--- src/source/mtx_consts.svh ---
//######################################################################
// fixed widths for the mesh tx link; the module ports follow these
// the packet width must be a whole multiple of the beat width
//######################################################################
`ifndef MTX_CONSTS_SVH
`define MTX_CONSTS_SVH

// pin bus width
`define MTX_NMIO 8

// one beat carries two pin words
`define MTX_BEAT_W (2 * `MTX_NMIO)

// core packet width
`define MTX_PW 64

// beats per core packet
`define MTX_NBEATS (`MTX_PW / `MTX_BEAT_W)

`endif

--- src/source/mtx_pkg.sv ---
//######################################################################
// shared types of the mesh tx link, widths come from the consts header
//######################################################################
`default_nettype none

`include "mtx_consts.svh"

package mtx_pkg;

   // one word on the pins
   typedef logic [`MTX_NMIO-1:0] mtx_pin_t;

   // one beat, upper and lower pin word
   typedef logic [`MTX_BEAT_W-1:0] mtx_beat_t;

   // one core packet
   typedef logic [`MTX_PW-1:0] mtx_packet_t;

   // serializer fsm
   typedef enum logic [0:0] {
      IDLE = 1'b0,
      SEND = 1'b1
   } mtx_ser_state_t;

endpackage

`default_nettype wire

--- src/source/mtx_serializer.sv ---
//######################################################################
// splits a core packet into beats, beat 0 is the lowest half-word pair
// core may only strobe core_access while core_wait is low
//######################################################################
`timescale 1ns/1ns
`default_nettype none

`include "mtx_consts.svh"

module mtx_serializer (
   input  wire                  io_clk,
   input  wire                  rst_sync_n,
   // core side
   input  wire                  core_access,
   input  mtx_pkg::mtx_packet_t core_packet,
   output logic                 core_wait,
   // io block side
   output logic                 io_access,
   output mtx_pkg::mtx_beat_t   io_packet,
   input  wire                  io_wait
);

   //####################################################################
   // declarations
   //####################################################################

   // beat counter width
   localparam int CNT_W = $clog2(`MTX_NBEATS);

   // index of the final beat
   localparam logic [CNT_W-1:0] LAST_BEAT = CNT_W'(`MTX_NBEATS - 1);

   mtx_pkg::mtx_ser_state_t state_q;

   // packet still to go, current beat in the low bits
   mtx_pkg::mtx_packet_t shift_q;

   // beats already taken by the io block
   logic [CNT_W-1:0] beat_cnt_q;

   // beat accepted at this edge
   logic beat_done;

   // final beat of the packet accepted at this edge
   logic last_done;

   //####################################################################
   // handshake
   //####################################################################

   // io block pulls a beat when it does not push back
   assign beat_done = io_access & ~io_wait;
   assign last_done = beat_done & (beat_cnt_q == LAST_BEAT);

   // busy for the whole packet
   assign core_wait = (state_q == mtx_pkg::SEND);

   // beat valid while sending
   assign io_access = (state_q == mtx_pkg::SEND);

   // low slice of the shift register is the current beat
   assign io_packet = shift_q[`MTX_BEAT_W-1:0];

   //####################################################################
   // fsm
   //####################################################################

   always_ff @(posedge io_clk or negedge rst_sync_n) begin
      if (!rst_sync_n) begin
         state_q <= mtx_pkg::IDLE;
      end else begin
         case (state_q)
            mtx_pkg::IDLE: begin
               // new packet from core
               if (core_access) begin
                  state_q <= mtx_pkg::SEND;
               end
            end
            mtx_pkg::SEND: begin
               // done after the final beat goes out
               if (last_done) begin
                  state_q <= mtx_pkg::IDLE;
               end
            end
            default: begin
               state_q <= mtx_pkg::IDLE;
            end
         endcase
      end
   end

   // beat counter, restarts with each packet
   always_ff @(posedge io_clk or negedge rst_sync_n) begin
      if (!rst_sync_n) begin
         beat_cnt_q <= '0;
      end else if (state_q == mtx_pkg::IDLE) begin
         beat_cnt_q <= '0;
      end else if (beat_done) begin
         beat_cnt_q <= beat_cnt_q + 1'b1;
      end
   end

   //####################################################################
   // packet shift register
   //####################################################################

   // load on accept, then drop one beat per accepted beat
   always_ff @(posedge io_clk) begin
      if ((state_q == mtx_pkg::IDLE) && core_access) begin
         shift_q <= core_packet;
      end else if (beat_done) begin
         shift_q <= {{`MTX_BEAT_W{1'b0}}, shift_q[`MTX_PW-1:`MTX_BEAT_W]};
      end
   end

   //####################################################################
   // checks
   //####################################################################

   // core must respect the busy level
   a_core_no_access_when_busy : assert property (
      @(posedge io_clk) disable iff (!rst_sync_n)
      core_wait |-> !core_access
   );

   // a stalled beat holds until the io block takes it
   a_beat_stable_on_wait : assert property (
      @(posedge io_clk) disable iff (!rst_sync_n)
      (io_access && io_wait) |=> (io_access && $stable(io_packet))
   );

endmodule

`default_nettype wire

--- src/source/mtx_io.sv ---
//######################################################################
// pin side of the tx link; sdr sends upper then lower half per beat
// tx_wait is used as is, the pins must supply it in the io_clk domain
//######################################################################
`timescale 1ns/1ns
`default_nettype none

`include "mtx_consts.svh"

module mtx_io (
   input  wire                io_clk,
   input  wire                io_nreset,
   // mode levels
   input  wire                ddr_mode,
   input  wire                lsbfirst,
   // synced reset for the rest of the link
   output logic               rst_sync_n,
   // pins
   output logic               tx_access,
   output mtx_pkg::mtx_pin_t  tx_packet,
   input  wire                tx_wait,
   // serializer side
   input  wire                io_access,
   input  mtx_pkg::mtx_beat_t io_packet,
   output logic               io_wait
);

   //####################################################################
   // declarations
   //####################################################################

   // reset sync stages
   logic [1:0] rst_sync_q;

   // upper half already taken, held set in ddr where a beat goes out whole
   logic sdr_half_q;

   // high on the first sdr cycle of a beat, holds the serializer
   logic byte0_sel;

   // pin word for sdr
   mtx_pkg::mtx_pin_t tx_packet_sdr;

   // beat with halves in pin order for ddr
   mtx_pkg::mtx_beat_t ddr_data;

   // ddr output register
   mtx_pkg::mtx_pin_t ddr_rise_q;
   mtx_pkg::mtx_pin_t ddr_hold_q;
   mtx_pkg::mtx_pin_t ddr_fall_q;
   mtx_pkg::mtx_pin_t tx_packet_ddr;

   // io block takes new data at this edge
   logic take;

   //####################################################################
   // reset sync
   //####################################################################

   // async assert, release after two io_clk edges
   always_ff @(posedge io_clk or negedge io_nreset) begin
      if (!io_nreset) begin
         rst_sync_q <= 2'b00;
      end else begin
         rst_sync_q <= {rst_sync_q[0], 1'b1};
      end
   end

   assign rst_sync_n = rst_sync_q[1];

   //####################################################################
   // access
   //####################################################################

   always_ff @(posedge io_clk or negedge rst_sync_n) begin
      if (!rst_sync_n) begin
         tx_access <= 1'b0;
      end else begin
         tx_access <= io_access;
      end
   end

   // pins stall every data register
   assign take = io_access & ~tx_wait;

   //####################################################################
   // sdr half select
   //####################################################################

   // toggles per sdr beat cycle, idle clears it, ddr keeps it set
   always_ff @(posedge io_clk or negedge rst_sync_n) begin
      if (!rst_sync_n) begin
         sdr_half_q <= 1'b0;
      end else if (ddr_mode) begin
         sdr_half_q <= 1'b1;
      end else if (!io_access) begin
         sdr_half_q <= 1'b0;
      end else if (!tx_wait) begin
         sdr_half_q <= ~sdr_half_q;
      end
   end

   assign byte0_sel = io_access & ~sdr_half_q;

   // first cycle upper half, second cycle lower half
   always_ff @(posedge io_clk) begin
      if (take) begin
         tx_packet_sdr <= byte0_sel ? io_packet[`MTX_BEAT_W-1:`MTX_NMIO] :
                                      io_packet[`MTX_NMIO-1:0];
      end
   end

   // serializer moves on only after the lower half
   assign io_wait = tx_wait | byte0_sel;

   //####################################################################
   // ddr output register
   //####################################################################

   // msb first swaps the halves, low slice goes out on clock high
   assign ddr_data = (ddr_mode && !lsbfirst) ?
                     {io_packet[`MTX_NMIO-1:0], io_packet[`MTX_BEAT_W-1:`MTX_NMIO]} :
                     io_packet;

   // both halves sampled on the rising edge
   always_ff @(posedge io_clk) begin
      if (take) begin
         ddr_rise_q <= ddr_data[`MTX_NMIO-1:0];
         ddr_hold_q <= ddr_data[`MTX_BEAT_W-1:`MTX_NMIO];
      end
   end

   // second half moves over on the falling edge
   always_ff @(negedge io_clk) begin
      ddr_fall_q <= ddr_hold_q;
   end

   assign tx_packet_ddr = io_clk ? ddr_rise_q : ddr_fall_q;

   //####################################################################
   // pin mux
   //####################################################################

   assign tx_packet = ddr_mode ? tx_packet_ddr : tx_packet_sdr;

   // ddr has no half split, io_wait must follow tx_wait only
   a_no_byte0_in_ddr : assert property (
      @(posedge io_clk) disable iff (!rst_sync_n)
      ddr_mode |-> !byte0_sel
   );

endmodule

`default_nettype wire

--- src/source/mtx_link.sv ---
//######################################################################
// mesh tx link top; ddr_mode and lsbfirst are static levels
// first tx_access follows core_access by two cycles
//######################################################################
`timescale 1ns/1ns
`default_nettype none

module mtx_link (
   input  wire                  io_clk,
   input  wire                  io_nreset,
   // mode levels
   input  wire                  ddr_mode,
   input  wire                  lsbfirst,
   // core side
   input  wire                  core_access,
   input  mtx_pkg::mtx_packet_t core_packet,
   output logic                 core_wait,
   // pins
   output logic                 tx_access,
   output mtx_pkg::mtx_pin_t    tx_packet,
   input  wire                  tx_wait
);

   //####################################################################
   // internal nets
   //####################################################################

   // reset released in io_clk domain
   logic rst_sync_n;

   // beat path between serializer and io block
   logic               io_access;
   mtx_pkg::mtx_beat_t io_packet;
   logic               io_wait;

   //####################################################################
   // serializer
   //####################################################################

   mtx_serializer u_serializer (
      .io_clk      (io_clk),
      .rst_sync_n  (rst_sync_n),
      .core_access (core_access),
      .core_packet (core_packet),
      .core_wait   (core_wait),
      .io_access   (io_access),
      .io_packet   (io_packet),
      .io_wait     (io_wait)
   );

   //####################################################################
   // io block, also owns the reset sync
   //####################################################################

   mtx_io u_io (
      .io_clk     (io_clk),
      .io_nreset  (io_nreset),
      .ddr_mode   (ddr_mode),
      .lsbfirst   (lsbfirst),
      .rst_sync_n (rst_sync_n),
      .tx_access  (tx_access),
      .tx_packet  (tx_packet),
      .tx_wait    (tx_wait),
      .io_access  (io_access),
      .io_packet  (io_packet),
      .io_wait    (io_wait)
   );

endmodule

`default_nettype wire

--- config.mk ---
export PLATFORM = sky130hd
export DESIGN_NAME = mtx_link
export DESIGN_NICKNAME = d
export VERILOG_FILES = /design/src/source/mtx_pkg.sv /design/src/source/mtx_serializer.sv /design/src/source/mtx_io.sv /design/src/source/mtx_link.sv
export VERILOG_INCLUDE_DIRS = /design/src /design/src/source
export SDC_FILE = /design/constraint.sdc
export NUM_CORES = 1
export LEC_CHECK = 0
export BUFFER_PORTS_ARGS = -buffer_cell sky130_fd_sc_hd__buf_2
export CORE_AREA = 2 2 126 128
export DETAILED_ROUTE_END_ITERATION = 10
export DIE_AREA = 0 0 128 130
export GPL_TIMING_DRIVEN = 0
export MAX_ROUTING_LAYER = met4
export REMOVE_ABC_BUFFERS = 1
export SLEW_MARGIN = 20
export SYNTH_ARGS = -nofsm -noshare
export SYNTH_HDL_FRONTEND = slang
export SYNTH_HIERARCHICAL = 1
export SYNTH_SLANG_ARGS = --single-unit
--- constraint.sdc ---
create_clock -name io_clk -period 1 [get_ports io_clk]
set_clock_uncertainty 0.2 [all_clocks]
set_input_delay 0.05 -clock io_clk [delete_from_list [all_inputs] [get_ports io_clk]]
set_output_delay 0.05 -clock io_clk [all_outputs]
set_load 0.005 [all_outputs]
==> metrics.md, run 1 <==
| Metric | Value |
|---|---|
| WL/cell | `17.2 microns` |
| Number of synthesized flops with an enable pin | `88` |
| WP data required | `0.98 ns` |
| PortBufs | `79` |
| Synth Area in Simple Gates | `4.55%` |
| Fin. max-slew vios | `0` |
| Vias/cell | `4.33` |
| Main combinational cell family by area after synthesis | `multiplexers` |
| Final setup vio count | `199` |
| Critical Path Start Type | `register` |
| Total power | `18900 uW` |
| Final min period | `1.98 ns` |
| Post-synthesis compound-gate area fraction | `1.30%` |
| Final net count | `518` |
| Seq/Total Area, Yosys | `65.6%` |
| Grt ovf | `0` |
| Max Cap Viol | `0` |
| CORE AREA | `0.0154 sq mm` |
| Worst EP arrival | `1.96 ns` |
| Lkg Pwr | `0.00295 uW` |
| Multi-input logic area | `0.00154 sq mm` |
| Fin Hold WS | `-0.0936 ns` |
| Fillcell total | `1352` |
| Register area | `0.00298 sq mm` |
| Largest net degree at the start of global routing | `20` |
| Most used DFF post-synth | `edfxtp_1` |
| CTS tree | `built` |
| Synth Area in XOR/XNOR | `0.386%` |
| Die Ht | `130 microns` |
| Full die area | `0.0166 sq mm` |
| Crit-path max FO | `5` |
| Die width | `128 microns` |
| GR Util met2 | `25.6%` |
| RSZ-0062 raised after global routing | `true` |
| Pwr Density | `2740 mW/mm^2` |
| Initial antenna violation count | `0` |
| Post-synthesis adder-cell area fraction | `0.276%` |
| 1st-pass router iterations | `4` |
| Clk_lat worst skew | `0.46 ns` |
| FF-to-FF setup slack | `-0.98 ns` |
| Area growth syn-to-layout | `52.2%` |
| Placer Congestion | `0.671` |
| M3 GR Usage | `3.81%` |
| Row cnt | `46` |
| Synth cell types | `26` |
| Share of layout cells above drive strength 1 | `51.8%` |
| Cells after synthesis | `264` |
| Setup CP Type | `register to register` |
| Starting Density | `29.4%` |
| #FFs+latches synth | `103` |
| Final Hold Vio Count | `9` |
| Starting DRT DRC Count | `62` |
| Commonest non-fill, non-tap cell in the layout | `edfxtp_1` |
| Setup ws final | `-0.983 ns` |
| Via count | `2787` |
| Vias in the first global route | `3114` |
| Worst setup EP type | `register` |
| Proportion of synthesized area in mux cells | `22.2%` |
| Slew headroom | `62.6%` |
| Hold Path Class | `register to asynchronous set/reset pin` |
| Grt met1 use | `14.3%` |
| Post-place setup slack | `-1.69 ns` |
| Remaining antenna violation count | `0` |
| Peak supply drop | `1160 uV` |
| DRC | `0` |
| GRT Util Overall | `14.4%` |
| Mean Syn Cell Area | `17.2 sq um` |
| Failing checks | `negative hold slack, negative setup slack` |
| FMAX | `504 MHz` |
| Total I/O pin count | `80` |
| Async SR Flop Fraction | `6.80%` |
| Ys Warns | `6` |
| Status | `finished, violations left` |
| Most frequent cells in the layout | `88 x edfxtp_1, 78 x buf_2, 68 x dlygate4sd3_1, 42 x mux2_4, 30 x mux2_2` |
| Slew @ Worst Pin | `0.561 ns` |
| First-pass GRT wire length | `16700 microns` |
| Clock transition at path regs | `0.08 ns` |
| CTS Hold Bufs | `68` |
| Diodes inserted | `0` |
| Period Utilization, post-route | `198%` |
| Routed wire length | `11100 microns` |
| Post-DP HPWL | `5060 microns` |
| Grt peak-use layer | `met2` |
| Mapped Area | `0.00454 sq mm` |
## per-layer routing
| metal | vias to the layer above | wire (microns) |
|---|---|---|
| li1 | 1338 | - |
| met4 | 0 | 252 |
| met2 | 61 | 6260 |
| met3 | 19 | 421 |
| met5 | - | 0 |
| met1 | 1369 | 4140 |
## worst max-delay path: stages (launching register included)
cell and delay, ns:
dfrtp_2 0.42, nor2b_4 0.14, or2_4 0.25, a21oi_4 0.18
buf_12 0.13, buf_12 0.12, buf_12 0.12, clkbuf_16 0.14
## flip-flops by register name, indices dropped and copies added (netlist names)
| register | flops |
|---|---|
| u_io/tx_packet_sdr | 8 |
| u_io/ddr_hold_q | 8 |
| u_serializer/core_wait | 1 |
| u_io/ddr_rise_q | 8 |
| u_io/rst_sync_q | 2 |
| u_io/sdr_half_q | 1 |
| u_io/tx_access | 1 |
| u_serializer/shift_q | 64 |
| u_io/ddr_fall_q | 8 |
| u_serializer/beat_cnt_q | 2 |
## timing repair
action / CTS / global route
buffers inserted: 21 / 9
pin swaps: 17 / 6
hold endpoints to repair: 106 / 14
setup endpoints to repair: 198 / 199
resized for setup: 52 / 26
cloned: 16 / 1
## where the power goes
group	switching, uW	total [uW]	leakage, uW	internal (uW)
Clock	2280	5300	0.000335	3010
Combinational	2160	6070	0.00161	3920
Sequential	609	7560	0.00101	6950
Total	5050	18900	0.00295	13900
## metrics by stage
step / cell area [sq um] / hold slack (ns) / cells / setup TNS [ns] / utilization [%]
3_3_place_gp: 4930 / -0.364 / 506 / -468.99 / 31.9
5_1_grt: 6900 / -0.0753 / 644 / -149.61 / 44.8
6_report: 6900 / -0.0936 / 644 / -141.66 / 44.8
3_5_place_dp: 5010 / -0.362 / 509 / -213.26 / 32.5
4_1_cts: 6840 / -0.113 / 641 / -133.79 / 44.3
2_1_floorplan: 4290 / -0.446 / 235 / -340.17 / -
## logic make-up (layout without fill, tap and decap cells)
logic type / Yosys count / after routing
multiplexers: 81 / 81
other: 1 / 1
XOR/XNOR: 2 / 2
buffers and inverters: 31 / 211
flip-flops: 103 / 103
adder cells (fa/ha/maj): 1 / 1
AO/OA/AOI/OAI: 11 / 11
AND/OR/NAND/NOR: 34 / 42
## synth_stat cells (2+ instances only)
master / count / area [sq um]
mux2_4: 28 / 420
mux2i_1: 9 / 90.1
dfxtp_1: 8 / 160
mux2_2: 44 / 495
xnor2_1: 2 / 17.5
a21oi_1: 9 / 45.0
dfrtp_1: 7 / 175
buf_12: 2 / 40.0
and2_1: 17 / 106
nor2_1: 9 / 33.8
edfxtp_1: 88 / 2640
nor2b_1: 3 / 18.8
buf_6: 4 / 45.0
buf_2: 3 / 15.0
buf_4: 19 / 143
inv_1: 2 / 7.51
## cell type report
type,instances,share of cell area [%]
clock buffers,22,5.66
clock inverters,14,1.38
inverters,1,0.0544
multi-input cells,138,22.4
flip-flops and latches,103,43.2
well taps,192,3.48
repair buffers,174,23.9
## worst paths after layout
check | to | cells after the start | startpoint
worst min-delay path | u_io/tx_access | 0 | u_io/rst_sync_q[1]
worst max register to register | u_serializer/shift_q[27] | 7 | u_serializer/core_wait
min in group io_clk | u_serializer/core_wait | 3 | core_access
worst min register to register | u_io/tx_access | 0 | u_io/rst_sync_q[1]
worst max-delay path | u_serializer/shift_q[27] | 7 | u_serializer/core_wait
max in group asynchronous | u_io/rst_sync_q[0] | 3 | io_nreset
Note: power is estimated with default switching activity, not from simulation.
==> run 2: changes to the inputs <==
Settings changed: SETUP_SLACK_MARGIN set to 0.3.
==> metrics.md, run 2 (synthesis gave the netlist of run 1 again) <==
| Metric | Value |
|---|---|
| Levels on crit path | `7 (unchanged)` |
| Area growth syn-to-layout | `41.4%` |
| Comb pwr share | `33.9% (+1.8 points)` |
| Largest net degree at the start of global routing | `20 (unchanged)` |
| Final Hold Vio Count | `104 (+95)` |
| FF-to-FF setup slack | `-0.97 ns (about the same)` |
| GRT Util Overall | `13.3% (-1.1 points)` |
| Hold depth | `2` |
| Diodes inserted | `0 (unchanged)` |
| CP cell instances | `nor2b_4, or2_4, a21oi_4, buf_12, buf_12, buf_12, clkbuf_16` |
| WL/cell | `17.7 microns (+2.9%)` |
| RSZ-0062 raised after global routing | `true` |
| Max incr delay on CP | `0.41 ns (about the same)` |
| PortBufs | `79 (unchanged)` |
| Via count | `2521 (-9.5%)` |
| CORE AREA | `0.0154 sq mm (unchanged)` |
| Share of layout cells above drive strength 1 | `61.6% (+9.8 points)` |
| Failing checks | `negative hold slack, negative setup slack` |
| Clock transition at path regs | `0.08 ns (about the same)` |
| Dpl cell area | `0.00501 sq mm (unchanged)` |
| Final min period | `1.97 ns (-0.0104 ns)` |
| Die width | `128 microns (unchanged)` |
| Peak supply drop | `1240 uV (+6.6%)` |
| Lkg Pwr | `0.00275 uW (-6.7%)` |
| R2R depth | `7 (unchanged)` |
| Reg2Reg Capture Point | `u_serializer/shift_q[35]` |
| Crit path launch | `u_serializer/core_wait` |
| Post-DP HPWL | `5060 microns (unchanged)` |
| 1st-pass router iterations | `4 (unchanged)` |
| Die Ht | `130 microns (unchanged)` |
| Sequential power share | `39.0% (-0.9 points)` |
| Max reg flops | `64 (unchanged)` |
| Initial antenna violation count | `0 (unchanged)` |
| Full die area | `0.0166 sq mm (unchanged)` |
| Crit-path max FO | `5 (unchanged)` |
| Fin Hold WS | `-0.335 ns (-0.241 ns)` |
| Largest Register | `u_serializer/shift_q` |
| Internal Power | `14200 uW (+2.6%)` |
| CTS tree | `built` |
| Most frequent cells in the layout | `88 x edfxtp_1, 78 x buf_2, 42 x mux2_4, 30 x mux2_2` |
| Worst EP arrival | `1.96 ns (about the same)` |
| Post-place setup slack | `-1.69 ns (unchanged)` |
| Worst setup EP type | `register` |
| WP data required | `0.98 ns (about the same)` |
| Status | `finished, violations left` |
| Clk pwr share | `27.2% (-0.8 points)` |
| Slew headroom | `63.9% (+1.3 points)` |
| Sw Share | `26.3% (-0.37 points)` |
| Total I/O pin count | `80 (unchanged)` |
| Setup ws final | `-0.973 ns (+0.0104 ns)` |
| Row cnt | `46 (unchanged)` |
| Vias/cell | `4.31 (-0.42%)` |
| Crit Reg-Reg Startpoint | `u_serializer/core_wait` |
| Remaining antenna violation count | `0 (unchanged)` |
| Final net count | `459 (-11%)` |
| Period Utilization, post-route | `197% (-1.0 points)` |
| Hold Path Class | `primary input to register` |
| Final setup vio count | `199 (unchanged)` |
| FMAX | `507 MHz (+0.53%)` |
| Vias in the first global route | `2786 (-11%)` |
| Setup CP Type | `register to register` |
| Fin. max-slew vios | `0 (unchanged)` |
| Critical Path Start Type | `register` |
| Starting DRT DRC Count | `56 (-9.7%)` |
| CTS Hold Bufs | `1 (-99%)` |
| Grt ovf | `0 (unchanged)` |
| Placer Congestion | `0.671 (unchanged)` |
| Finished Cell Area | `0.00642 sq mm (-7.1%)` |
| Starting Density | `29.4% (unchanged)` |
| Commonest non-fill, non-tap cell in the layout | `edfxtp_1` |
| Routed wire length | `10400 microns (-6.5%)` |
| WHS Endpoint | `u_serializer/shift_q[63]` |
| Worst Hold Launch | `core_packet[63]` |
| Pwr Density | `3010 mW/mm^2 (+9.8%)` |
| First-pass GRT wire length | `15200 microns (-9.2%)` |
| Buf+Inv Stages, Crit Path | `4 (unchanged)` |
| Reported net switching power | `5080 uW (+0.69%)` |
| CP max stage cell | `dfrtp_2` |
| Most used cell, CP | `buf_12` |
| Slew @ Worst Pin | `0.542 ns (-0.0195 ns)` |
| Clk_lat worst skew | `0.46 ns (about the same)` |
| DRC | `0 (unchanged)` |
| CP top delay family | `buffers and inverters` |
| Max Cap Viol | `0 (unchanged)` |
[run 2: cell count changes in the layout (fill, tap and decap cells not counted), sizes merged]
cell,previous run,this run
buf,113,121
dlygate4sd3,68,1
[run 2: routing by layer]
layer	global-route usage, %	share of wire (%)	vias to the layer above
met2	23.3	56	62
met5	-	0	-
met3	3.77	4.0	14
met4	7.76	1.7	0
li1	-	-	1218
met1	13.2	38	1227
[run 2: worst max path at each step]
stage / end / slack [ns]
after floorplan: u_serializer/shift_q[0] / -3.92
after global placement: u_serializer/shift_q[54] / -5.42
after detailed placement: u_serializer/shift_q[50] / -1.69
after CTS: tx_packet[2] / -0.99
after global routing: tx_packet[5] / -1.02
final: u_serializer/shift_q[35] / -0.97
[run 2: what timing repair did]
action                                  in CTS  in global routing
setup buffers                               21                 10
cloned                                      16                  1
endpoints found under the setup margin     199                199
pin swaps                                   17                  6
endpoints found under the hold margin      106                104
gates resized for setup                     53                 26
[run 2: final cells by class]
class	instances	area (sq um)
timing repair buffer	115	1170
sequential	103	2980
inverter	1	3.75
tap	192	240
multi-input combinational	138	1540
clock inverter	14	95.1
clock buffer	22	390
fill	1388	9010
[run 2: power groups by stage]
stage	clock network (uW)	registers, uW	logic, uW
after floorplan	407	6410	1610
after CTS	5420	7490	5850
final	5250	7530	6540
after global routing	5660	7700	6920
after global placement	499	6190	1820
after detailed placement	558	7600	3210
[run 2: metrics by stage]
| stage | utilization (%) | cells | hold WS [ns] | total power [uW] | TNS [ns] |
|---|---|---|---|---|---|
| finish | 41.6 | 585 | -0.335 | 19300 | -147.77 |
| global route | 41.6 | 585 | -0.342 | 20300 | -155.66 |
| CTS | 40.0 | 574 | -0.347 | 18800 | -133.83 |
| detailed placement | 32.5 | 509 | -0.362 | 11400 | -213.26 |
| global placement | 31.9 | 506 | -0.364 | 8510 | -468.99 |
| floorplan | - | 235 | -0.446 | 8420 | -340.17 |
==> run 3: changes to the inputs <==
Settings changed: RECOVER_POWER set to 25.
==> metrics.md, run 3 (synthesis gave the netlist of run 1 again) <==
| Metric | Value |
|---|---|
| Share of layout cells above drive strength 1 | `61.3% (-0.25 points)` |
| Largest net degree at the start of global routing | `20 (unchanged)` |
| Grt ovf | `0 (unchanged)` |
| Most frequent cells in the layout | `88 x edfxtp_1, 77 x buf_2, 42 x mux2_4, 30 x mux2_2` |
| Area growth syn-to-layout | `41.4% (about the same)` |
| Peak supply drop | `1240 uV (unchanged)` |
| Setup ws final | `-0.973 ns (-0.00000800 ns)` |
| GRT Util Overall | `13.3% (unchanged)` |
| Fin. max-slew vios | `0 (unchanged)` |
| DRC | `0 (unchanged)` |
| PortBufs | `79 (unchanged)` |
| Pwr Density | `3010 mW/mm^2 (about the same)` |
| Die width | `128 microns (unchanged)` |
| Slew headroom | `63.9% (unchanged)` |
| 1st-pass router iterations | `4 (unchanged)` |
| Worst setup EP type | `register` |
| Worst EP arrival | `1.96 ns (about the same)` |
| Clk_lat worst skew | `0.46 ns (about the same)` |
| Most used cell, CP | `buf_12` |
| Final min period | `1.97 ns (+0.00000800 ns)` |
| Via count | `2524 (+0.12%)` |
| Hold Path Class | `primary input to register` |
| Die Ht | `130 microns (unchanged)` |
| RSZ-0062 raised after global routing | `true` |
| Max Cap Viol | `0 (unchanged)` |
| CORE AREA | `0.0154 sq mm (unchanged)` |
| WP data required | `0.98 ns (about the same)` |
| Remaining antenna violation count | `0 (unchanged)` |
| Placer Congestion | `0.671 (unchanged)` |
| Diodes inserted | `0 (unchanged)` |
| Total I/O pin count | `80 (unchanged)` |
| Starting DRT DRC Count | `57 (+1.8%)` |
| Lkg Pwr | `0.00275 uW (-0.10%)` |
| Starting Density | `29.4% (unchanged)` |
| Initial antenna violation count | `0 (unchanged)` |
| Max incr delay on CP | `0.41 ns (about the same)` |
| Full die area | `0.0166 sq mm (unchanged)` |
| Largest Register | `u_serializer/shift_q` |
| CTS Hold Bufs | `1 (unchanged)` |
| Vias in the first global route | `2786 (unchanged)` |
| Fin Hold WS | `-0.335 ns (unchanged)` |
| Max reg flops | `64 (unchanged)` |
| Vias/cell | `4.31 (+0.12%)` |
| Routed wire length | `10400 microns (about the same)` |
| Critical Path Start Type | `register` |
| Fin Setup TNS | `-147.78 ns (-0.00700 ns)` |
| WL/cell | `17.7 microns (about the same)` |
| Slew @ Worst Pin | `0.542 ns (unchanged)` |
| Clock transition at path regs | `0.08 ns (about the same)` |
| Crit-path max FO | `5 (unchanged)` |
| Final setup vio count | `199 (unchanged)` |
| Final Hold Vio Count | `104 (unchanged)` |
| CP cell instances | `nor2b_4, or2_4, a21oi_4, buf_12, buf_12, buf_12, clkbuf_16` |
| CP max stage cell | `dfrtp_2` |
| Row cnt | `46 (unchanged)` |
| CTS tree | `built` |
| First-pass GRT wire length | `15200 microns (unchanged)` |
| Status | `finished, violations left` |
| Commonest non-fill, non-tap cell in the layout | `edfxtp_1` |
| FMAX | `507 MHz (about the same)` |
| Period Utilization, post-route | `197% (about the same)` |
| Fillcell total | `1389 (+0.072%)` |
| Final net count | `459 (unchanged)` |
| Total power | `19300 uW (about the same)` |
| Failing checks | `negative hold slack, negative setup slack` |
| Post-DP HPWL | `5060 microns (unchanged)` |
| Setup CP Type | `register to register` |
| Post-place setup slack | `-1.69 ns (unchanged)` |
==> run 3: cell count changes in the layout (fill, tap and decap cells not counted), sizes merged <==
cell,previous run,this run
buf,121,120
clkbuf,15,16
==> run 3: power by group <==
part | total (uW) | internal [uW] | switching (uW)
clock network | 5250 | 3010 | 2240
registers | 7530 | 6950 | 584
logic | 6540 | 4290 | 2260
total | 19300 | 14200 | 5080
==> run 3: path summary, 6_finish.rpt <==
kind / start / end / slack, ns / depth (start not counted)
worst min-delay path: core_packet[63] / u_serializer/shift_q[63] / -0.33 / 2
max in group asynchronous: u_io/rst_sync_q[1] / u_serializer/core_wait / 0.50 / 0
worst max register to register: u_serializer/core_wait / u_serializer/shift_q[35] / -0.97 / 7
worst min register to register: u_io/rst_sync_q[1] / u_io/sdr_half_q / -0.11 / 0
worst max-delay path: u_serializer/core_wait / u_serializer/shift_q[35] / -0.97 / 7
min in group asynchronous: io_nreset / u_io/rst_sync_q[1] / -0.31 / 2
==> run 3: routing by layer <==
| metal | track usage (%) | vias to the layer above | routed length [microns] |
|---|---|---|---|
| met5 | - | - | 0 |
| li1 | - | 1218 | - |
| met3 | 3.77 | 14 | 416 |
| met1 | 13.2 | 1230 | 3950 |
| met4 | 7.76 | 0 | 181 |
| met2 | 23.3 | 62 | 5810 |
==> run 3: repair_timing <==
item,in CTS,in global routing
buffers inserted,21,10
resized for setup,53,26
pin swaps,17,6
gates cloned,16,1
endpoints found under the hold margin,106,104
setup endpoints to repair,199,199
==> run 3: cell type report <==
cell class / instances / area [sq um] / share of cell area (%)
Clock buffer: 22 / 390 / 6.09
Clock inverter: 14 / 95.1 / 1.48
Inverter: 1 / 3.75 / 0.0585
Multi-Input combinational cell: 138 / 1540 / 24.0
Sequential cell: 103 / 2980 / 46.5
Tap cell: 192 / 240 / 3.74
Timing Repair Buffer: 115 / 1170 / 18.2
==> run 3: critical path, delay by kind of cell (launching register included) <==
| family | cells | cell delay, ns |
|---|---|---|
| flip-flops | 1 | 0.41 |
| AND/OR/NAND/NOR | 2 | 0.39 |
| buffers and inverters | 4 | 0.51 |
| AO/OA/AOI/OAI | 1 | 0.17 |
==> run 3: per-stage QoR <==
step	area [sq um]	utilization, %	cells
after detailed placement	5010	32.5	509
after floorplan	4290	-	235
final	6410	41.6	585
after CTS	6170	40.0	574
after global placement	4930	31.9	506
after global routing	6410	41.6	585
